[src/common/io_defs.svh]
// ##############################
// sizes and timing constants for the I/O edge
// include wherever a width, depth or cycle count is needed
// ##############################

`ifndef IO_DEFS_SVH
`define IO_DEFS_SVH

// row geometry, x field covers columns past the east end
`define IO_NUM_X 4
`define IO_X_W 3

`define IO_ADDR_W 8
`define IO_DATA_W 32
`define IO_TAG_W 4

// words behind each column
`define MEM_WORDS 256

// startup sequencing
`define TAG_PROGRAM_CYCLES 16
`define RESET_DEPTH 3

`define IO_FIFO_DEPTH 2

`endif
[src/pod_startup.sv]
// ##############################
// models tag programming after power-on reset, then
// releases the core reset through a short flop chain
// ##############################

`include "io_defs.svh"

module pod_startup (
  input  logic clk_i,
  input  logic arst_n_i,
  output logic tag_done_o,
  output logic core_reset_o
);

  localparam int CNT_W = $clog2(`TAG_PROGRAM_CYCLES);

  logic [CNT_W-1:0]        prog_cnt_r;
  logic                    tag_done_r;
  logic [`RESET_DEPTH-1:0] reset_chain_r;

  // stops counting once programming is done
  always_ff @(posedge clk_i or negedge arst_n_i) begin
    if (!arst_n_i) begin
      prog_cnt_r <= '0;
      tag_done_r <= 1'b0;
    end else if (!tag_done_r) begin
      if (prog_cnt_r == CNT_W'(`TAG_PROGRAM_CYCLES - 1)) begin
        tag_done_r <= 1'b1;
      end else begin
        prog_cnt_r <= prog_cnt_r + 1'b1;
      end
    end
  end

  // core reset held while tags are still being written
  always_ff @(posedge clk_i or negedge arst_n_i) begin
    if (!arst_n_i) begin
      reset_chain_r <= '1;
    end else begin
      reset_chain_r <= {reset_chain_r[`RESET_DEPTH-2:0], ~tag_done_r};
    end
  end

  assign tag_done_o   = tag_done_r;
  assign core_reset_o = reset_chain_r[`RESET_DEPTH-1];

  a_tag_done_sticky: assert property (
    @(posedge clk_i) disable iff (!arst_n_i) tag_done_o |=> tag_done_o
  ) else $error("tag_done_o fell after tag programming completed");

endmodule

[config.mk]
export PLATFORM = sky130hd
export DESIGN_NAME = pod_startup
export DESIGN_NICKNAME = d
export VERILOG_FILES = /design/src/pod_startup.sv
export VERILOG_INCLUDE_DIRS = /design/src /design/src/common
export SDC_FILE = /design/constraint.sdc
export NUM_CORES = 1
export LEC_CHECK = 0
export ABC_AREA = 1
export BUFFER_PORTS_ARGS = -buffer_cell sky130_fd_sc_hd__buf_2
export CORE_AREA = 2 2 39 41
export DETAILED_ROUTE_END_ITERATION = 6
export DIE_AREA = 0 0 41 43
export PLACE_DENSITY = 0.37
export REMOVE_ABC_BUFFERS = 1
export SYNTH_ARGS = -nofsm -noshare
export SYNTH_HDL_FRONTEND = slang
export SYNTH_SLANG_ARGS = --single-unit
[constraint.sdc]
create_clock -name clk_i -period 1.55 [get_ports clk_i]
set_clock_uncertainty 0.05 [all_clocks]
set_input_delay 0.0775 -clock clk_i [delete_from_list [all_inputs] [get_ports clk_i]]
set_output_delay 0.0775 -clock clk_i [all_outputs]
set_load 0.02 [all_outputs]
Yosys cells after proc, flatten, opt, wreduce, memory -nomap -nowiden:

Index checks and enable logic that the tools add are counted.

* flip-flop bits (word level): 8
* output and inout bits: 2
* word-level logic and storage cells: 10

* add/subtract/negate cells: 1
* equality and inequality tests: 1
* multiplexer cells: 2
* bitwise operators: 2
* reductions and logical operators: 1

Operator list (count)
* $add 4x1->4 const B: 1
* $eq 4x4->1 const B: 1
* $mux 1: 2
* $not 1->1: 2
* $reduce_and 2->1: 1

Longest topological paths before layout:

Gate-level depths: netlist of the first run.

* word-level depth: 3
* depth in mapped cells: 6
* depth with buffers taken out: 6

Worst setup path after synthesis of the first run:

No wires, ideal clock.

* kind: reg2reg
* start: register prog_cnt_r[0]
* end: register prog_cnt_r[2]
* setup time: 120 ps
* data arrival time: 926 ps
* data required time: 1380 ps
* path slack: 454 ps
* cell stages (with the launch flop): 6
* buffers on the path: 0
* period minus slack after synthesis: 1096 ps
* cells stage by stage: dfrtp_1 ha_1 nand3_2 nand2_4 nor2_1 nor2_2

* word-level cells in the longest chain between the ends: 3
* elaborated cells on any way between the ends: 4
* classes of those cells: add/sub (1); eq/ne (1); bitwise (1); reduce/logical (1)

Ends and longest elaborated chain
* start: declaration: line pod_startup.sv:17 `logic [CNT_W-1:0] prog_cnt_r;`
* start signal: assignment: line pod_startup.sv:30 `prog_cnt_r <= prog_cnt_r + 1'b1;`
* parallel branches: the longest is 3 deep, another holds $add 4x1->4

Parallel ways; which one is timed is not known.
A chain may end at the register's enable or synchronous reset.

Final worst setup path of the first run:

Same ends and word-level chain as after synthesis.

==> results of run 1 <==
state kept, by name, indices dropped and copies added, names as in the netlist:
signal / flops
prog_cnt_r: 4
reset_chain_r: 3
tag_done_o: 1
routing by layer:
metal / up-vias / GRT usage, % / part of all wire [%]
met5: - / 0 / 0
met4: 0 / 2.00 / 0
met3: 0 / 9.42 / 12
met2: 7 / 9.06 / 41
met1: 106 / 9.57 / 46
li1: 106 / - / -
through the flow:
| stage | hold slack, ns | utilization, % |
|---|---|---|
| finish | 0.131 | 28.1 |
| global route | 0.153 | 28.1 |
| CTS | 0.128 | 28.1 |
| detailed placement | -0.121 | 25.5 |
| global placement | -0.124 | 25.5 |
| floorplan | -0.268 | - |
final cells by class:
cell class                      instances  area, µm²  area share [%]
Timing Repair Buffer                    4       25.0            6.43
Clock buffer                            4       26.3            6.75
Tap cell                               16       20.0            5.14
Multi-Input combinational cell         18        103            26.4
Inverter                                3       11.3            2.89
Sequential cell                         8        204            52.4
kinds of logic after synthesis:
logic type,Yosys count,synth area share [%]
adder cells (fa/ha/maj),1,3.94
flip-flops,8,64.2
buffers and inverters,3,3.54
AND/OR/NAND/NOR,15,24.0
AO/OA/AOI/OAI,1,1.57
XOR/XNOR,1,2.76
what timing repair did:
action / CTS / global route
hold endpoints to repair: 8 / 0
resized for setup: 0 / 0
hold buffers: 1 / 0
layout by cell type (no fill, tap or decap), drive strengths merged:
cell type,n
nand2,10
dfrtp,5
clkbuf,4
buf,3
dfstp,3
inv,3
nand3,2
nor2,2
nand4,1
xnor2,1
a21oi,1
ha,1
dlygate4sd3,1
power by group through the flow:
stage	logic, µW	registers, µW	clock network (µW)
after floorplan	0.000116	213	0
after global placement	5.03	213	0
after detailed placement	5.15	213	0
after CTS	7.01	209	186
after global routing	8.16	209	206
final	6.55	209	175
critical path, cell delays in order (launching register included):
cell and delay, ns:
sky130_fd_sc_hd__dfrtp_1 0.42, sky130_fd_sc_hd__ha_1 0.25, sky130_fd_sc_hd__nand3_2 0.10, sky130_fd_sc_hd__nand2_4 0.07, sky130_fd_sc_hd__nor2_1 0.12, sky130_fd_sc_hd__nor2_2 0.04
worst min path at each step:
| stage | startpoint | to | slack (ns) | depth (start not counted) |
|---|---|---|---|---|
| 2_1_floorplan | arst_n_i | prog_cnt_r[0] | -0.27 | 0 |
| 3_3_place_gp | arst_n_i | tag_done_o | -0.12 | 1 |
| 3_5_place_dp | arst_n_i | tag_done_o | -0.12 | 1 |
| 4_1_cts | arst_n_i | tag_done_o | 0.13 | 2 |
| 5_1_grt | arst_n_i | tag_done_o | 0.15 | 2 |
| 6_report | arst_n_i | tag_done_o | 0.13 | 2 |
==> summary.log, run 1 <==
INFO  power_and_ir_drop leakage=0.000221µW
INFO  power_and_ir_drop cellInternalPower=311µW
INFO  clock_network  clockBufferDepth=2
INFO  floorplan      dieArea=0.00176mm²
INFO  yosys          asyncSetResetFlopFracSynth=100%
INFO  grt            number_of_global_route_vias_before_repair=193
INFO  detailed_routing totalWireLength=494µm
INFO  critical_path  critical_path.startpoint=prog_cnt_r[0]
INFO  placed_design  total_instance_count_after_detailed_placement=48
INFO  yosys          post_synth_inst_count=29
INFO  detailed_routing remaining_drc_errors=0
INFO  grt            overflow=0
INFO  power_and_ir_drop power.sequential.fraction=53.6%
INFO  critical_path  path_max_fanout=6
INFO  detailed_routing routed_wire_length_per_instance=9.32µm
INFO  timing         final_setup_margin=0.388ns
INFO  yosys          yosys_most_used_dff=sky130_fd_sc_hd__dfrtp_1
INFO  timing         max_freq=0.861GHz
INFO  yosys          seq_area_frac_synth=64.2%
INFO  clock_network  cts.root.buffer_cell=sky130_fd_sc_hd__clkbuf_4
INFO  detailed_routing drt-vias-per-instance=4.13
INFO  placed_design  postPlaceCellArea=353µm²
INFO  critical_path  worstReg2RegEnd=prog_cnt_r[2]
INFO  timing         final.setup.tns=0ns
INFO  yosys          synth_seq_cells=8
INFO  critical_path  crit_type=reg -> reg
INFO  detailed_routing dr.pass1.iters=4
INFO  power_and_ir_drop power_switching_share=20.5%
INFO  detailed_routing drt_first_iter_violations=5
INFO  clock_network  ctsHtreeMaxLevel=1
INFO  yosys          yosysWarningCount=0
INFO  power_and_ir_drop p_per_area=1000mW/mm²
INFO  grt            track_usage=8.00%
INFO  floorplan      die_width=41µm
INFO  critical_path  cp-start-kind=flop
INFO  yosys          ys_types=14
INFO  critical_path  cp_data_arrival_time=1.26ns
INFO  grt            grt_pass1_wl=848µm
INFO  placed_design  port_buffers=3
INFO  grt            antenna_found_initial=0
INFO  clock_network  clkSlewWorstSetupHoldPaths=0.06ns
INFO  clock_network  postCtsSetupBuffers=0
INFO  timing         max_slew_margin=88.1%
INFO  floorplan      num_io_pins=4
INFO  final_layout   finalNonFillerCells=53
INFO  timing         worst_pin_slew=0.178ns
INFO  placed_design  place_worst_setup_slack=0.393ns
INFO  power_and_ir_drop max-vdd-ir-drop=0.541mV
INFO  yosys          synth_top_cell_area_share=39.4%
INFO  floorplan      chipHeight=43µm
INFO  clock_network  clock_latency=0.26ns
INFO  clock_network  numCtsBuffers=3
INFO  yosys          post_synthesis_area_per_instance=11.0µm²
INFO  critical_path  cp_data_required_time=1.65ns
INFO  critical_path  r2r_start=prog_cnt_r[0]
INFO  timing         hold_viol_final=0
INFO  yosys          synth_largest_area_cell=sky130_fd_sc_hd__dfrtp_1
INFO  final_layout   layout.nets=41
INFO  timing         layout_min_cycle_time=1.16ns
INFO  power_and_ir_drop switching_power_of_the_nets=80.1µW
INFO  placed_design  globalplace.congestion=0.783
INFO  power_and_ir_drop p_comb_share=1.7%
INFO  power_and_ir_drop clock_share_of_power=44.8%
INFO  detailed_routing drtAntennaViolNets=0
INFO  final_layout   fillerInstances=143
INFO  timing         final.period_utilization=75.0%
INFO  critical_path  critical_path.endpoint=prog_cnt_r[2]
INFO  detailed_routing via_count=219
INFO  hold_path      hp-class=in -> async
INFO  floorplan      rows=14
INFO  grt            grt_start_max_net_pins=9
INFO  timing         setup_repair_after_global_routing_missed_its_margin=no
INFO  final_layout   area.growth.synth_to_final=22.4%
INFO  timing         report.final.setup_viol=0
INFO  clock_network  cts_sinks=8
INFO  yosys          synth_enable_flop_cells=0
INFO  critical_path  ff2ff_setup_slack=0.39ns
INFO  power_and_ir_drop total_power=391µW
INFO  final_layout   drive_gt1_share=37.8%
INFO  yosys          synth_top_cells_by_count=sky130_fd_sc_hd__nand2_1 (9), sky130_fd_sc_hd__dfrtp_1 (5), sky130_fd_sc_hd__dfstp_2 (3)
INFO  yosys          synth.top_cells.by_area=sky130_fd_sc_hd__dfrtp_1 (39%), sky130_fd_sc_hd__dfstp_2 (25%), sky130_fd_sc_hd__nand2_1 (11%)
INFO  timing         final-max-slew-violation-count=0
INFO  floorplan      core_area=0.00138mm²
INFO  critical_path  rr_worst_depth=5
INFO  final_layout   final_area=389µm²
INFO  clock_network  cts_tree=done
INFO  floorplan      initial_utilization=23.0%
INFO  yosys          synth_area=318µm²
INFO  job            max_cap_viol_count=0
INFO  final_layout   diodes=0
INFO  critical_path  end_kind=flop
INFO  yosys          synth_most_common_cell=sky130_fd_sc_hd__nand2_1
INFO  status         run_status=finished, final reports clean
Note: power is estimated with default switching activity, not from simulation.
==> run 2, diff against run 1 <==
Clock period 1.55 ns to 1.2 ns, I/O delays scaled along.
==> run 2 against run 1 <==
  * Core utilization rose by 1.3 points
  * Clock power grew 28%
  * Combinational power up 31%
  * Cell area increased by 4.5%
  * First-iteration DRC count is the same
  * Non-clock buffer count grew 2
  * Critical path type unchanged
  * Largest power group unchanged
  * Highest routed layer unchanged
==> summary.log, run 2 (synthesis gave the netlist of run 1 again) <==
INFO  status         run_status=finished, final reports clean
INFO  final_layout   final_common_cell=sky130_fd_sc_hd__nand2_1
INFO  critical_path  r2r_start=prog_cnt_r[0]
INFO  detailed_routing dr.pass1.iters=2
INFO  final_layout   diodes=0
INFO  critical_path  critPathBufInv=0
INFO  final_layout   final_area=407µm²
INFO  timing         max_slew_margin=87.6%
INFO  clock_network  cts_tree=done
INFO  placed_design  postPlaceCellArea=360µm²
INFO  grt            number_of_global_route_vias_before_repair=200
INFO  grt            grt_pass1_wl=855µm
INFO  floorplan      rows=14
INFO  floorplan      chipHeight=43µm
INFO  clock_network  numCtsBuffers=3
INFO  floorplan      num_io_pins=4
INFO  detailed_routing remaining_drc_errors=0
INFO  timing         layout_min_cycle_time=1.08ns
INFO  critical_path  cpPeakStageDelay=0.38ns
INFO  final_layout   sequential_cell_area=204µm²
INFO  timing         worst_pin_slew=0.186ns
INFO  power_and_ir_drop p_comb_share=1.7%
INFO  power_and_ir_drop power_switching_share=20.2%
INFO  power_and_ir_drop max-vdd-ir-drop=0.472mV
INFO  placed_design  hpwlAfterDp=353µm
INFO  hold_path      hp-class=in -> async
INFO  critical_path  family_with_the_most_delay_on_the_worst_path=flip-flops
INFO  clock_network  clkSlewWorstSetupHoldPaths=0.06ns
INFO  clock_network  clockBufferDepth=2
INFO  final_layout   fillerInstances=151
INFO  final_layout   largest_register_ff_count=4
INFO  critical_path  end_kind=flop
INFO  timing         hold_viol_final=0
INFO  critical_path  ff2ff_setup_slack=0.12ns
INFO  final_layout   drive_gt1_share=43.6%
INFO  floorplan      core_area=0.00138mm²
INFO  floorplan      die_width=41µm
INFO  final_layout   most_flops_register=prog_cnt_r
INFO  critical_path  crit_type=reg -> reg
INFO  critical_path  critical_path.cell_chain=ha_2, nand3_2, nand2_4, nor2_1, nor2_2
INFO  timing         final.period_utilization=89.7%
INFO  final_layout   layout.cells.most_common_list=sky130_fd_sc_hd__nand2_1 (9), sky130_fd_sc_hd__dfrtp_1 (5), sky130_fd_sc_hd__clkbuf_4 (3), sky130_fd_sc_hd__buf_2 (3), sky130_fd_sc_hd__dfstp_2 (3)
INFO  floorplan      dieArea=0.00176mm²
INFO  clock_network  clock_latency=0.26ns
INFO  power_and_ir_drop leakage=0.000229µW
INFO  detailed_routing drtAntennaViolNets=0
INFO  timing         final-max-slew-violation-count=0
INFO  detailed_routing via_count=215
INFO  critical_path  crit_path_top_delay_cell=sky130_fd_sc_hd__dfrtp_1
INFO  detailed_routing totalWireLength=522µm
INFO  critical_path  cp_data_arrival_time=1.17ns
INFO  timing         max_freq=0.929GHz
INFO  power_and_ir_drop p_per_area=1240mW/mm²
INFO  placed_design  port_buffers=3
INFO  critical_path  path_max_fanout=6
INFO  grt            track_usage=8.11%
INFO  power_and_ir_drop switching_power_of_the_nets=101µW
INFO  clock_network  ctsHtreeMaxLevel=1
INFO  power_and_ir_drop cellInternalPower=401µW
INFO  clock_network  cts.root.buffer_cell=sky130_fd_sc_hd__clkbuf_4
INFO  grt            overflow=0
INFO  final_layout   layout.nets=43
INFO  grt            antenna_found_initial=0
INFO  grt            grt_start_max_net_pins=9
INFO  detailed_routing routed_wire_length_per_instance=9.49µm
INFO  detailed_routing drt-vias-per-instance=3.91
INFO  detailed_routing drt_first_iter_violations=5
INFO  critical_path  cp_data_required_time=1.29ns
INFO  final_layout   area.growth.synth_to_final=28.0%
INFO  timing         report.final.setup_viol=0
INFO  timing         setup_repair_after_global_routing_missed_its_margin=no
INFO  critical_path  cp-start-kind=flop
INFO  job            max_cap_viol_count=0
INFO  placed_design  globalplace.congestion=0.640
INFO  clock_network  cts_sinks=8
INFO  power_and_ir_drop power.sequential.fraction=53.8%
INFO  floorplan      initial_utilization=23.0%
INFO  critical_path  critical_path.startpoint=prog_cnt_r[0]
INFO  timing         final.setup.tns=0ns
INFO  power_and_ir_drop clock_share_of_power=44.5%
INFO  final_layout   multi_input_area=105µm²
[run 2: changes by cell type in the layout (fill, tap and decap cells not counted)]
cell                    delta
sky130_fd_sc_hd__ha_2      +1
sky130_fd_sc_hd__ha_1      -1
sky130_fd_sc_hd__buf_4     +2
[run 2: final cells by class]
| cell class | count | area share [%] |
|---|---|---|
| repair buffers | 6 | 9.85 |
| well taps | 16 | 4.92 |
| inverters | 3 | 2.77 |
| flip-flops and latches | 8 | 50.2 |
| multi-input cells | 18 | 25.8 |
| clock buffers | 4 | 6.46 |
[run 2: final timing paths]
path,endpoint,cells past startpoint
min,tag_done_o,2
min in group clk_i,reset_chain_r[2],0
max in group asynchronous,reset_chain_r[2],2
min reg2reg,reset_chain_r[2],0
max,prog_cnt_r[2],5
max reg2reg,prog_cnt_r[2],5
[run 2: metal layers]
layer	vias up	GRT usage, %	wire (µm)	part of all wire [%]
met5	-	0	0	0
met4	0	2.00	0	0
met3	0	7.85	56	11
met2	7	10.3	242	46
met1	99	9.60	223	43
li1	109	-	-	-
[run 2: metrics by stage]
stage / setup slack [ns] / hold slack (ns) / utilization [%] / power (µW) / cells
after global routing: 0.0450 / 0.139 / 29.4 / 535 / 55
after detailed placement: 0.0720 / -0.137 / 26.0 / 282 / 49
after CTS: 0.0515 / 0.118 / 28.7 / 518 / 54
after global placement: 0.0980 / -0.143 / 26.0 / 281 / 49
after floorplan: 0.104 / -0.286 / - / 275 / 29
final: 0.123 / 0.115 / 29.4 / 503 / 55
[run 2: timing repair]
item | 4_1_cts | 5_1_grt
hold buffers | 1 | 0
buffers inserted | 0 | 1
endpoints found under the hold margin | 8 | 0
gates resized for setup | 0 | 1
setup endpoints to repair | 0 | 3
[run 2: power groups by stage]
stage	Sequential, µW	Clock, µW	Combinational (µW)
2_1_floorplan	275	0	0.000116
3_3_place_gp	275	0	6.39
3_5_place_dp	275	0	6.74
4_1_cts	270	238	9.22
5_1_grt	270	254	10.4
6_report	270	224	8.58
