--- config.mk ---
export PLATFORM = sky130hd
export DESIGN_NAME = io_row
export DESIGN_NICKNAME = d
export VERILOG_FILES = /design/src/common/mem_pkg.sv /design/src/common/io_link_pkg.sv /design/src/io_row/io_row.sv /design/src/io_row/io_router_node.sv /design/src/io_fifo.sv
export VERILOG_INCLUDE_DIRS = /design/src /design/src/common
export SDC_FILE = /design/constraint.sdc
export NUM_CORES = 1
export LEC_CHECK = 0
export ABC_AREA = 1
export ABC_CLOCK_PERIOD_IN_PS = 3300
export BUFFER_PORTS_ARGS = -buffer_cell sky130_fd_sc_hd__buf_2
export CAP_MARGIN = 20
export CELL_PAD_IN_SITES_DETAIL_PLACEMENT = 1
export CELL_PAD_IN_SITES_GLOBAL_PLACEMENT = 1
export CORE_ASPECT_RATIO = 0.9
export CORE_MARGIN = 3
export CORE_UTILIZATION = 35
export DETAILED_ROUTE_END_ITERATION = 6
export GPL_ROUTABILITY_DRIVEN = 0
export HOLD_SLACK_MARGIN = 0.05
export PLACE_DENSITY = 0.61
export SYNTH_ARGS = -nofsm -noshare
export SYNTH_HDL_FRONTEND = slang
export SYNTH_HIERARCHICAL = 1
export SYNTH_SLANG_ARGS = --single-unit
--- constraint.sdc ---
create_clock -name clk_i -period 3.3 [get_ports clk_i]
set_input_delay 0.66 -clock clk_i [delete_from_list [all_inputs] [get_ports clk_i]]
set_output_delay 0.66 -clock clk_i [all_outputs]
set_load 0.1 [all_outputs]
--- src/common/io_defs.svh ---
// ##############################
// sizes and timing constants for the I/O edge
// include wherever a width, depth or cycle count is needed
// ##############################

`ifndef IO_DEFS_SVH
`define IO_DEFS_SVH

// row geometry, x field covers columns past the east end
`define IO_NUM_X 4
`define IO_X_W 3

`define IO_ADDR_W 8
`define IO_DATA_W 32
`define IO_TAG_W 4

// words behind each column
`define MEM_WORDS 256

// startup sequencing
`define TAG_PROGRAM_CYCLES 16
`define RESET_DEPTH 3

`define IO_FIFO_DEPTH 2

`endif
--- src/common/mem_pkg.sv ---
// ##############################
// request format between a router node and its test memory
// ##############################

`include "io_defs.svh"

package mem_pkg;

  typedef logic [`IO_ADDR_W-1:0] mem_addr_t;

  // column field already stripped, tag kept for the response
  typedef struct packed {
    logic                   write;
    mem_addr_t              addr;
    logic [`IO_DATA_W-1:0]  data;
    logic [`IO_TAG_W-1:0]   tag;
  } mem_req_s;

endpackage

--- src/common/io_link_pkg.sv ---
// ##############################
// packet types carried along the I/O router row
// requests travel east, responses travel west
// ##############################

`include "io_defs.svh"

package io_link_pkg;

  typedef enum logic {
    e_io_load  = 1'b0,
    e_io_store = 1'b1
  } io_op_e;

  // error marks a request addressed past the east end
  typedef enum logic [1:0] {
    e_resp_load_data = 2'd0,
    e_resp_store_ack = 2'd1,
    e_resp_error     = 2'd2
  } io_resp_op_e;

  typedef struct packed {
    io_op_e                 op;
    logic [`IO_X_W-1:0]     x;
    logic [`IO_ADDR_W-1:0]  addr;
    logic [`IO_DATA_W-1:0]  data;
    logic [`IO_TAG_W-1:0]   tag;
  } io_req_s;

  typedef struct packed {
    io_resp_op_e            op;
    logic [`IO_DATA_W-1:0]  data;
    logic [`IO_TAG_W-1:0]   tag;
  } io_resp_s;

endpackage

--- src/io_row/io_row.sv ---
// ##############################
// host-attached row of I/O routers, one per column
// rejects requests past the east end with an error response
// ##############################

`include "io_defs.svh"

module io_row
  import io_link_pkg::*;
  import mem_pkg::*;
(
  input  logic                    clk_i,
  input  logic                    reset_i,
  input  logic                    host_req_v_i,
  input  io_req_s                 host_req_i,
  output logic                    host_req_ready_o,
  output logic                    host_resp_v_o,
  output io_resp_s                host_resp_o,
  input  logic                    host_resp_ready_i,
  output logic [`IO_NUM_X-1:0]    mem_req_v_o,
  output mem_req_s [`IO_NUM_X-1:0] mem_req_o,
  input  logic [`IO_NUM_X-1:0]    mem_req_ready_i,
  input  logic [`IO_NUM_X-1:0]    mem_resp_v_i,
  input  io_resp_s [`IO_NUM_X-1:0] mem_resp_i,
  output logic [`IO_NUM_X-1:0]    mem_resp_yumi_o
);

  // link state at each column boundary, index b sits west of node b
  logic [`IO_NUM_X:0]     req_v_b, req_ready_b, resp_v_b, resp_ready_b;
  io_req_s [`IO_NUM_X:0]  req_b;
  io_resp_s [`IO_NUM_X:0] resp_b;

  logic     in_v, in_ready, in_oob;
  io_req_s  in_req;
  logic     err_v;
  io_resp_s err_resp;
  logic     eg_v, eg_ready;
  io_resp_s eg_resp;

  io_fifo #(.payload_t(io_req_s)) ingress (
    .clk_i(clk_i), .reset_i(reset_i),
    .v_i(host_req_v_i), .data_i(host_req_i), .ready_o(host_req_ready_o),
    .v_o(in_v), .data_o(in_req), .ready_i(in_ready)
  );

  assign in_oob = (in_req.x >= `IO_X_W'(`IO_NUM_X));

  // out-of-range head turns into an error and never enters the chain
  assign err_v         = in_v & in_oob;
  assign err_resp.op   = e_resp_error;
  assign err_resp.data = '0;
  assign err_resp.tag  = in_req.tag;

  assign req_v_b[0] = in_v & ~in_oob;
  assign req_b[0]   = in_req;
  assign in_ready   = in_oob ? eg_ready : req_ready_b[0];

  // error has priority, it is blocking the ingress head
  assign eg_v            = err_v | resp_v_b[0];
  assign eg_resp         = err_v ? err_resp : resp_b[0];
  assign resp_ready_b[0] = eg_ready & ~err_v;

  io_fifo #(.payload_t(io_resp_s)) egress (
    .clk_i(clk_i), .reset_i(reset_i),
    .v_i(eg_v), .data_i(eg_resp), .ready_o(eg_ready),
    .v_o(host_resp_v_o), .data_o(host_resp_o), .ready_i(host_resp_ready_i)
  );

  for (genvar x = 0; x < `IO_NUM_X; x++) begin : rtr_x
    io_router_node #(.my_x_p(x)) node (
      .clk_i(clk_i), .reset_i(reset_i),
      .req_v_i(req_v_b[x]), .req_i(req_b[x]), .req_ready_o(req_ready_b[x]),
      .req_v_o(req_v_b[x+1]), .req_o(req_b[x+1]), .req_ready_i(req_ready_b[x+1]),
      .resp_v_i(resp_v_b[x+1]), .resp_i(resp_b[x+1]), .resp_ready_o(resp_ready_b[x+1]),
      .resp_v_o(resp_v_b[x]), .resp_o(resp_b[x]), .resp_ready_i(resp_ready_b[x]),
      .mem_req_v_o(mem_req_v_o[x]), .mem_req_o(mem_req_o[x]),
      .mem_req_ready_i(mem_req_ready_i[x]),
      .mem_resp_v_i(mem_resp_v_i[x]), .mem_resp_i(mem_resp_i[x]),
      .mem_resp_yumi_o(mem_resp_yumi_o[x])
    );
  end

  // nothing lives east of the last column
  assign req_ready_b[`IO_NUM_X] = 1'b0;
  assign resp_v_b[`IO_NUM_X]    = 1'b0;
  assign resp_b[`IO_NUM_X]      = '0;

  a_no_east_escape: assert property (
    @(posedge clk_i) disable iff (reset_i) !req_v_b[`IO_NUM_X]
  ) else $error("request left the east end of the row, x=%0h", req_b[`IO_NUM_X].x);

endmodule

--- src/io_row/io_router_node.sv ---
// ##############################
// one column of the I/O row: buffers requests from the west,
// delivers local ones south and forwards the rest east
// ##############################

`include "io_defs.svh"

module io_router_node
  import io_link_pkg::*;
  import mem_pkg::*;
#(
  parameter int unsigned my_x_p = 0
) (
  input  logic     clk_i,
  input  logic     reset_i,
  // requests, west in and east out
  input  logic     req_v_i,
  input  io_req_s  req_i,
  output logic     req_ready_o,
  output logic     req_v_o,
  output io_req_s  req_o,
  input  logic     req_ready_i,
  // responses, east in and west out
  input  logic     resp_v_i,
  input  io_resp_s resp_i,
  output logic     resp_ready_o,
  output logic     resp_v_o,
  output io_resp_s resp_o,
  input  logic     resp_ready_i,
  // local test memory
  output logic     mem_req_v_o,
  output mem_req_s mem_req_o,
  input  logic     mem_req_ready_i,
  input  logic     mem_resp_v_i,
  input  io_resp_s mem_resp_i,
  output logic     mem_resp_yumi_o
);

  localparam logic [`IO_X_W-1:0] MY_X = `IO_X_W'(my_x_p);

  logic     rq_v, rq_ready, rq_local;
  io_req_s  rq;
  logic     rf_v, rf_ready;
  io_resp_s rf_resp;
  logic     grant_local, grant_east;
  logic     east_first_r;

  io_fifo #(.payload_t(io_req_s)) req_fifo (
    .clk_i(clk_i), .reset_i(reset_i),
    .v_i(req_v_i), .data_i(req_i), .ready_o(req_ready_o),
    .v_o(rq_v), .data_o(rq), .ready_i(rq_ready)
  );

  // X routing
  assign rq_local = (rq.x == MY_X);
  assign rq_ready = rq_local ? mem_req_ready_i : req_ready_i;

  assign mem_req_v_o = rq_v & rq_local;
  assign req_v_o     = rq_v & ~rq_local;
  assign req_o       = rq;

  always_comb begin
    mem_req_o.write = (rq.op == e_io_store);
    mem_req_o.addr  = rq.addr;
    mem_req_o.data  = rq.data;
    mem_req_o.tag   = rq.tag;
  end

  // round-robin between the local memory and the east neighbour
  assign grant_local = mem_resp_v_i & (~resp_v_i | ~east_first_r);
  assign grant_east  = resp_v_i & ~grant_local;

  assign rf_v    = mem_resp_v_i | resp_v_i;
  assign rf_resp = grant_local ? mem_resp_i : resp_i;

  assign mem_resp_yumi_o = grant_local & rf_ready;
  assign resp_ready_o    = grant_east & rf_ready;

  always_ff @(posedge clk_i or posedge reset_i) begin
    if (reset_i) begin
      east_first_r <= 1'b0;
    end else if (rf_v & rf_ready) begin
      // whoever just won yields next time
      east_first_r <= grant_local;
    end
  end

  io_fifo #(.payload_t(io_resp_s)) resp_fifo (
    .clk_i(clk_i), .reset_i(reset_i),
    .v_i(rf_v), .data_i(rf_resp), .ready_o(rf_ready),
    .v_o(resp_v_o), .data_o(resp_o), .ready_i(resp_ready_i)
  );

endmodule

--- src/io_fifo.sv ---
// ##############################
// small ready/valid link buffer, payload given by type
// output is registered, so it adds one cycle per stage
// ##############################

`include "io_defs.svh"

module io_fifo #(
  parameter type payload_t = logic
) (
  input  logic     clk_i,
  input  logic     reset_i,
  input  logic     v_i,
  input  payload_t data_i,
  output logic     ready_o,
  output logic     v_o,
  output payload_t data_o,
  input  logic     ready_i
);

  localparam int DEPTH = `IO_FIFO_DEPTH;
  localparam int PTR_W = (DEPTH > 1) ? $clog2(DEPTH) : 1;
  localparam int CNT_W = $clog2(DEPTH + 1);

  payload_t         mem_r [DEPTH];
  logic [PTR_W-1:0] wr_ptr_r;
  logic [PTR_W-1:0] rd_ptr_r;
  logic [CNT_W-1:0] count_r;
  logic [CNT_W-1:0] count_n;
  logic             space_r;
  logic             enq;
  logic             deq;

  function automatic logic [PTR_W-1:0] ptr_inc(input logic [PTR_W-1:0] p);
    return (p == PTR_W'(DEPTH - 1)) ? '0 : p + 1'b1;
  endfunction

  assign enq     = v_i & ready_o;
  assign deq     = v_o & ready_i;
  assign count_n = count_r + CNT_W'(enq) - CNT_W'(deq);

  // space is registered so ready stays low through reset
  always_ff @(posedge clk_i or posedge reset_i) begin
    if (reset_i) begin
      wr_ptr_r <= '0;
      rd_ptr_r <= '0;
      count_r  <= '0;
      space_r  <= 1'b0;
    end else begin
      if (enq) wr_ptr_r <= ptr_inc(wr_ptr_r);
      if (deq) rd_ptr_r <= ptr_inc(rd_ptr_r);
      count_r <= count_n;
      space_r <= (count_n < CNT_W'(DEPTH));
    end
  end

  always_ff @(posedge clk_i) begin
    if (enq) mem_r[wr_ptr_r] <= data_i;
  end

  assign ready_o = space_r;
  assign v_o     = (count_r != '0);
  assign data_o  = mem_r[rd_ptr_r];

  a_no_overflow: assert property (
    @(posedge clk_i) disable iff (reset_i) enq |-> (count_r < CNT_W'(DEPTH))
  ) else $error("io_fifo written while full");

  // equal pointers with a read are only legal when every slot is filled
  a_no_underflow: assert property (
    @(posedge clk_i) disable iff (reset_i)
      deq |-> ((rd_ptr_r != wr_ptr_r) || (count_r == CNT_W'(DEPTH)))
  ) else $error("io_fifo read while empty");

endmodule

* Yosys cells after proc, flatten, opt, wreduce, memory -nomap -nowiden *
Memories as Yosys holds them, arrays and structs flattened.
Cells that the tools add are included.

word-level totals
  output and inout bits = 228
  bits in latches = 0
  memory bits (writable) = 860
  logic and storage cells = 231
  input port bits = 212
  bits in registers = 53
  memory bits (read-only) = 0
  memories kept = 10

memories
  name                          depth  width  rd ports  clocked after memory_dff  wr ports  line           source
  ingress.mem_r                 2      48     1         0                         1         io_fifo.sv:25  payload_t mem_r [DEPTH];
  rtr_x[0].node.req_fifo.mem_r  2      48     1         0                         1         io_fifo.sv:25
  rtr_x[1].node.req_fifo.mem_r  2      48     1         0                         1         io_fifo.sv:25
  rtr_x[2].node.req_fifo.mem_r  2      48     1         0                         1         io_fifo.sv:25
  rtr_x[3].node.req_fifo.mem_r  2      48     1         0                         1         io_fifo.sv:25
  egress.mem_r                  2      38     1         0                         1         io_fifo.sv:25
  4 more memories               --     --     --        --                        --        --

cells by class
  div/mod/pow operators = 0
  multiply operators = 0
  add/sub/neg operators = 40
  mux-type cells = 50
  eq/ne operators = 3
  reductions and logical operators = 11
  $lt $le $gt $ge = 11
  shift-type cells = 0
  bitwise operators = 63

operators with widths
  operator                                                          number
  38-bit two-way mux                                                5
  1-bit two-way mux                                                 45
  1-bit AND                                                         42
  1-bit adder (second input constant)                               20
  2-bit by 1-bit adder with 2-bit output                            10
  2-bit < comparator (second input constant)                        10
  2-bit nonzero test                                                10
  2-bit by 1-bit subtractor with 2-bit output                       10
  1-bit inverter                                                    14
  1-bit OR                                                          7
  3-bit by 2-bit == test with 1-bit output (second input constant)  2
  3-bit by 1-bit == test with 1-bit output (second input constant)  1
  3-bit >= comparator (second input constant)                       1
  3-bit zero test                                                   1

* Longest topological paths before layout *
Gate-level depths: netlist of the first run.

  depth in word-level cells = 10
  depth in mapped cells = 19
  gate-level depth less buffers = 18

* By module *
Netlist of the first run, hierarchy kept.

by module, submodules not included
  module                               cells each  area each (sq um)  times used  seq. area each (sq um)
  io_fifo at ingress ...               283         3738.6             5           3007.9
  io_fifo at egress ...                231         3017.9             5           2407.3
  io_router_node at rtr_x[1].node ...  194         1011.0             2           25.0
  io_router_node at rtr_x[3].node      194         1008.5             1           25.0
  io_router_node at rtr_x[0].node      193         1006.0             1           25.0
  io_row                               96          402.9              1           0.0

* Worst setup path after synthesis of the first run *
No wires, ideal clock.

  path kind = register to register
  start point = register ingress.space_r (netlist: ingress/ready_o)
  end point = memory ingress/mem_r[0][0] (netlist bit) (enable)
  buffers on the path = 0
  required time = 2.846 ns
  stages on the path, launching flop included = 3
  clock period less this slack = 3.734 ns
  arrival time = 3.280 ns
  library setup time = 0.454 ns
  path slack = -0.434 ns
  path through = dfrtp_1 -> nand2_1 -> nor2_1

between the ends
  word-level cells in the longest chain between the ends = 3

ends and longest elaborated chain
  item                                     line           source
  start, declared                          io_fifo.sv:30  logic space_r;
  start signal, assigned                   io_fifo.sv:53  space_r <= (count_n < CNT_W'(DEPTH));
  1-bit AND                                io_fifo.sv:38  assign enq = v_i & ready_o;
  1-bit two-way mux                        io_fifo.sv:58  if (enq) mem_r[wr_ptr_r] <= data_i;
  1-bit two-way mux (not written as such)  io_fifo.sv:58
  end, declared                            io_fifo.sv:25

Every way passes these cells.

==> results_dict.tcl, run 1 <==
set metrics [dict create \
    syn_avg_cell_area_um2 11.1 \
    grt_use_total 0.170 \
    grt_pass1_vias 23500 \
    cts_buffers 98 \
    die-area_um2 113000 \
    setup.worst_path.end_class "primary output" \
    die_y_um 319 \
    outcome "finished clean" \
    h-tree-depth 3 \
    finalHoldViolCount 0 \
    final_layout_size_suffix_gt1_frac 0.174 \
    finalMaxSlewViolations 0 \
    path_max_fanout 45 \
    hpwl_mm 68.3 \
    area_growth_pct 15.0 \
    tightest_slew_ps 780 \
    cts_setup_buffers 0 \
    cp.arrival_ps 2450 \
    cp_data_required_time_ps 2640 \
    final_cell_mix "nand2_1, edfxtp_1, buf_2" \
    clockRootBuffer "clkbuf_16" \
    drc_errors 0 \
    post-route-min-period_ps 3110 \
    cpPeakStageDelay_ps 470 \
    layout_commonest_cell "nand2_1" \
    grt_max_degree 49 \
    cts.reportedPaths.clkPinSlew_ps 60 \
    grt_pass1_wl_mm 146 \
    hold_class "in -> reg" \
    portBuffers 439 \
    drtAntennaViolNets 0 \
    clock_latency_ps 690 \
    cp_num_buf_inv 3 \
    dp_slack_ps 680 \
    cts.sinks 914 \
    wirelength_mm 97.5 \
    critPathKind "reg -> out" \
    wire_per_inst_um 18.5 \
    synth_area_um2 38200 \
    antenna_found_initial 18 \
    crit_path_start_kind "flop" \
    yosysWarningCount 6 \
    gr-total-overflow 0 \
    core_area_um2 108000 \
    maxSlewHeadroom 0.480 \
    crit_chain "inv_2 -> buf_4 -> nand2_1 -> nand2_1 -> buf_2" \
    n_fill_cell 11900 \
    timing.reg2reg.setup_slack_ps 770 \
    viasPerCell 4.42 \
    cts_buffer_depth 3 \
    synthCells 3438 \
    setup_viol 0 \
    finalCritPeriodShare 0.943 \
    cap_violations 0 \
    start_util 0.354 \
    cp_slowest_cell "buf_2" \
    drt-initial-drc-count 1347 \
    dr_total_vias 23400 \
    fin_skew_ps 38.8 \
    nets 3965 \
    cts_tree "built" \
    fmax_mhz 321 \
    crit_family "buffers and inverters" \
    row_count 114 \
    drt_pass1_iterations 5 \
    cp_common_cell "nand2_1" \
    ios 440 \
    die_w_um 354 \
    setup_ws_ps 188 \
]
[worst register-to-register path, cell delays in order, from the launching register on]
cell and delay, ps:
dfrtp_1 390, buf_4 470, nand2_1 100, nand2_1 120, inv_1 70, a21oi_1 210
nand2_1 240, nand3_1 170, nand2_1 70, ha_1 190, inv_1 50, nand2_1 50
nand2_1 70, nand3_1 80, nand2_1 90, inv_1 40
[metrics by stage]
stage | utilization | setup TNS [ps] | hold slack, ps | std cells | area, µm²
2_1_floorplan | - | -41700 | 389 | 3479 | 38400
6_report | 0.408 | 0 | 179 | 5282 | 43900
4_1_cts | 0.407 | 0 | 131 | 5275 | 43900
3_5_place_dp | 0.378 | 0 | 484 | 5092 | 40700
5_1_grt | 0.407 | -0.0757 | 138 | 5277 | 43900
3_3_place_gp | 0.378 | 0 | 475 | 5092 | 40700
[timing repair]
item	CTS	global route
hold buffers	1	0
endpoints found under the hold margin	4	0
setup endpoints to repair	3	1
gates resized for setup	1	1
[final cells by class]
class	instances	area [µm²]	share of cell area
clock inverters	47	468	0.0106
diodes	7	17.5	0.000399
clock buffers	135	2710	0.0617
inverters	149	564	0.0128
well taps	1450	1810	0.0413
multi-input cells	2090	8470	0.193
flip-flops and latches	914	27200	0.618
repair buffers	490	2720	0.0619
[worst paths after layout]
check,start,to,cells past startpoint
min,host_req_i[40],ingress/mem_r[0][40],1
max in group asynchronous,reset_i,ingress/count_r[0],3
max,rtr_x[2].node/req_fifo/rd_ptr_r,mem_req_o[117],5
max reg2reg,rtr_x[0].node/req_fifo/rd_ptr_r,rtr_x[1].node/req_fifo/ready_o,15
min in group asynchronous,reset_i,rtr_x[2].node/east_first_r,3
min reg2reg,rtr_x[3].node/east_first_r,rtr_x[3].node/east_first_r,2
[flip-flops by register name, indices dropped and copies added, names as in the netlist, 2 cells and up]
signal / cells
rtr_x.node/req_fifo/mem_r: 384
rtr_x.node/resp_fifo/mem_r: 304
ingress/mem_r: 96
egress/mem_r: 76
rtr_x.node/req_fifo/count_r: 8
rtr_x.node/resp_fifo/count_r: 8
rtr_x.node/east_first_r: 4
rtr_x.node/req_fifo/rd_ptr_r: 4
rtr_x.node/req_fifo/ready_o: 4
rtr_x.node/req_fifo/wr_ptr_r: 4
rtr_x.node/resp_fifo/rd_ptr_r: 4
rtr_x.node/resp_fifo/ready_o: 4
rtr_x.node/resp_fifo/wr_ptr_r: 4
egress/count_r: 2
ingress/count_r: 2
[routing by layer]
metal	track usage	part of all wire
met3	0.0346	0.048
met1	0.243	0.48
met4	0.0470	0.025
met5	0	0.00071
met2	0.263	0.45
Power of run 1 is left out: the tool's default activity adds up to more than one toggle a clock period on the data nets, which glitch-free logic cannot reach.
==> run 2: changes to the inputs <==
- ABC_AREA: 1 -> unset
- ABC_CLOCK_PERIOD_IN_PS: 3300 -> 3600
- PLACE_DENSITY: 0.61 -> 0.55
- clock period: 3.3 -> 3.6 ns (I/O delays scaled with it)
==> run 2 against run 1 <==
Effect of this change: via count shrank 26%; first-iteration DRC count shrank 45%; worst setup slack lost 0.70 ps; clock skew shrank 7.6 ps; cell count shrank 26%; critical path depth shrank 1; register-to-register slack gained 170 ps; die area is essentially flat; synthesized cell count shrank 42%; worst hold slack lost 80 ps.
==> results_dict.tcl, run 2 <==
set metrics [dict create \
    outcome "finished clean" \
    dr_wl_met2_mm 37.9 \
    maxSlewHeadroom 0.298 \
    cts.sinks 914 \
    drt-initial-drc-count 741 \
    clockRootBuffer "clkbuf_16" \
    multi_input_area_um2 9190 \
    cts_setup_buffers 0 \
    largest_reg_flops 384 \
    cp_data_required_time_ps 2880 \
    crit_path_start_kind "flop" \
    portBuffers 439 \
    drtAntennaViolNets 0 \
    tightest_slew_ps 1050 \
    fmax_mhz 293 \
    hold_class "in -> async" \
    viasPerCell 4.43 \
    n_fill_cell 10600 \
    die-area_um2 113000 \
    clock_latency_ps 690 \
    finalCritPeriodShare 0.948 \
    row_count 114 \
    drt_pass1_iterations 7 \
    seq_area_um2 27200 \
    grt_pass1_vias 19100 \
    hpwl_mm 56.7 \
    setup_viol 0 \
    yosysWarningCount 6 \
    drc_errors 0 \
    final_layout_size_suffix_gt1_frac 0.521 \
    synth_area_um2 38200 \
    cap_violations 0 \
    h-tree-depth 3 \
    rsz0062_at_grt "no" \
    antenna_found_initial 40 \
    start_util 0.354 \
    area_growth_pct 15.3 \
    cts_tree "built" \
    top_register "rtr_x.node/req_fifo/mem_r" \
    wirelength_mm 79.8 \
    critPathKind "reg -> out" \
    cts_buffers 99 \
    cp.arrival_ps 2690 \
    tns_ps 0 \
    synthCells 1989 \
    path_max_fanout 20 \
    nets 2580 \
    grt_pass1_wl_mm 120 \
    largestRegisters "rtr_x.node/req_fifo/mem_r (384), rtr_x.node/resp_fifo/mem_r (304), ingress/mem_r (96)" \
    setup.worst_path.end_class "primary output" \
    cts.hold.buffers_added 0 \
    dr_total_vias 17400 \
    gr-total-overflow 0 \
    grt_use_total 0.140 \
    finalMaxSlewViolations 0 \
    met1_length_mm 34.4 \
    layout_commonest_cell "edfxtp_1" \
    syn_avg_cell_area_um2 19.2 \
    die_w_um 354 \
    final_cell_mix "edfxtp_1, buf_2, mux2_2" \
    grt_max_degree 49 \
    final_util 0.409 \
    dr_wl_met3_mm 5.34 \
    wire_per_inst_um 20.4 \
    fin_skew_ps 31.3 \
    die_y_um 320 \
    ios 440 \
    finalHoldViolCount 0 \
    cts.reportedPaths.clkPinSlew_ps 60 \
    cts_buffer_depth 3 \
    top_layer "met5" \
    core_area_um2 108000 \
    post-route-min-period_ps 3410 \
]
-- run 2: what timing repair did --
action                                  in CTS  in global routing
gates resized for setup                      1                  1
endpoints found under the setup margin       1                  1
endpoints found under the hold margin        0                  0
-- run 2: routing by layer --
metal  global-route usage  up-vias
li1                     -     8097
met1                0.177     8660
met2                0.227      400
met3               0.0470      166
met4               0.0421       32
met5                    0        -
-- run 2: cell type report --
type / count / share of cell area
multi-input cells: 853 / 0.209
diodes: 21 / 0.00119
well taps: 1450 / 0.0411
clock buffers: 131 / 0.0608
clock inverters: 55 / 0.0133
flip-flops and latches: 914 / 0.617
inverters: 19 / 0.00162
repair buffers: 471 / 0.0568
-- run 2: worst max-delay path, cell delays in order (launching register included) --
cell and delay, ps:
dfrtp_2 650, mux2_2 420, nor3b_1 340, and2_1 270, buf_4 320
-- run 2: worst paths after layout --
| path | from | end | slack (ps) | cells after the start |
|---|---|---|---|---|
| max | rtr_x[1].node/req_fifo/rd_ptr_r | mem_req_v_o[1] | 190 | 4 |
| min in group clk_i | host_req_i[9] | ingress/mem_r[0][9] | 230 | 1 |
| max in group asynchronous | reset_i | rtr_x[0].node/req_fifo/rd_ptr_r | 3180 | 2 |
| max reg2reg | rtr_x[0].node/req_fifo/rd_ptr_r | rtr_x[1].node/req_fifo/mem_r[1][31] | 940 | 5 |
| min reg2reg | egress/count_r[0] | egress/count_r[0] | 510 | 1 |
| min | reset_i | rtr_x[3].node/east_first_r | 100 | 2 |
-- run 2: per-stage QoR --
step / hold slack, ps / std cells / area, µm² / setup WS, ps
2_1_floorplan: 449 / 2031 / 38400 / 205
3_3_place_gp: 496 / 3706 / 40700 / 739
3_5_place_dp: 507 / 3706 / 40700 / 757
4_1_cts: 55.9 / 3892 / 44000 / 27.8
5_1_grt: 76.0 / 3897 / 44000 / 30.0
6_report: 99.3 / 3914 / 44100 / 188
Power of run 2 is left out for the same reason.
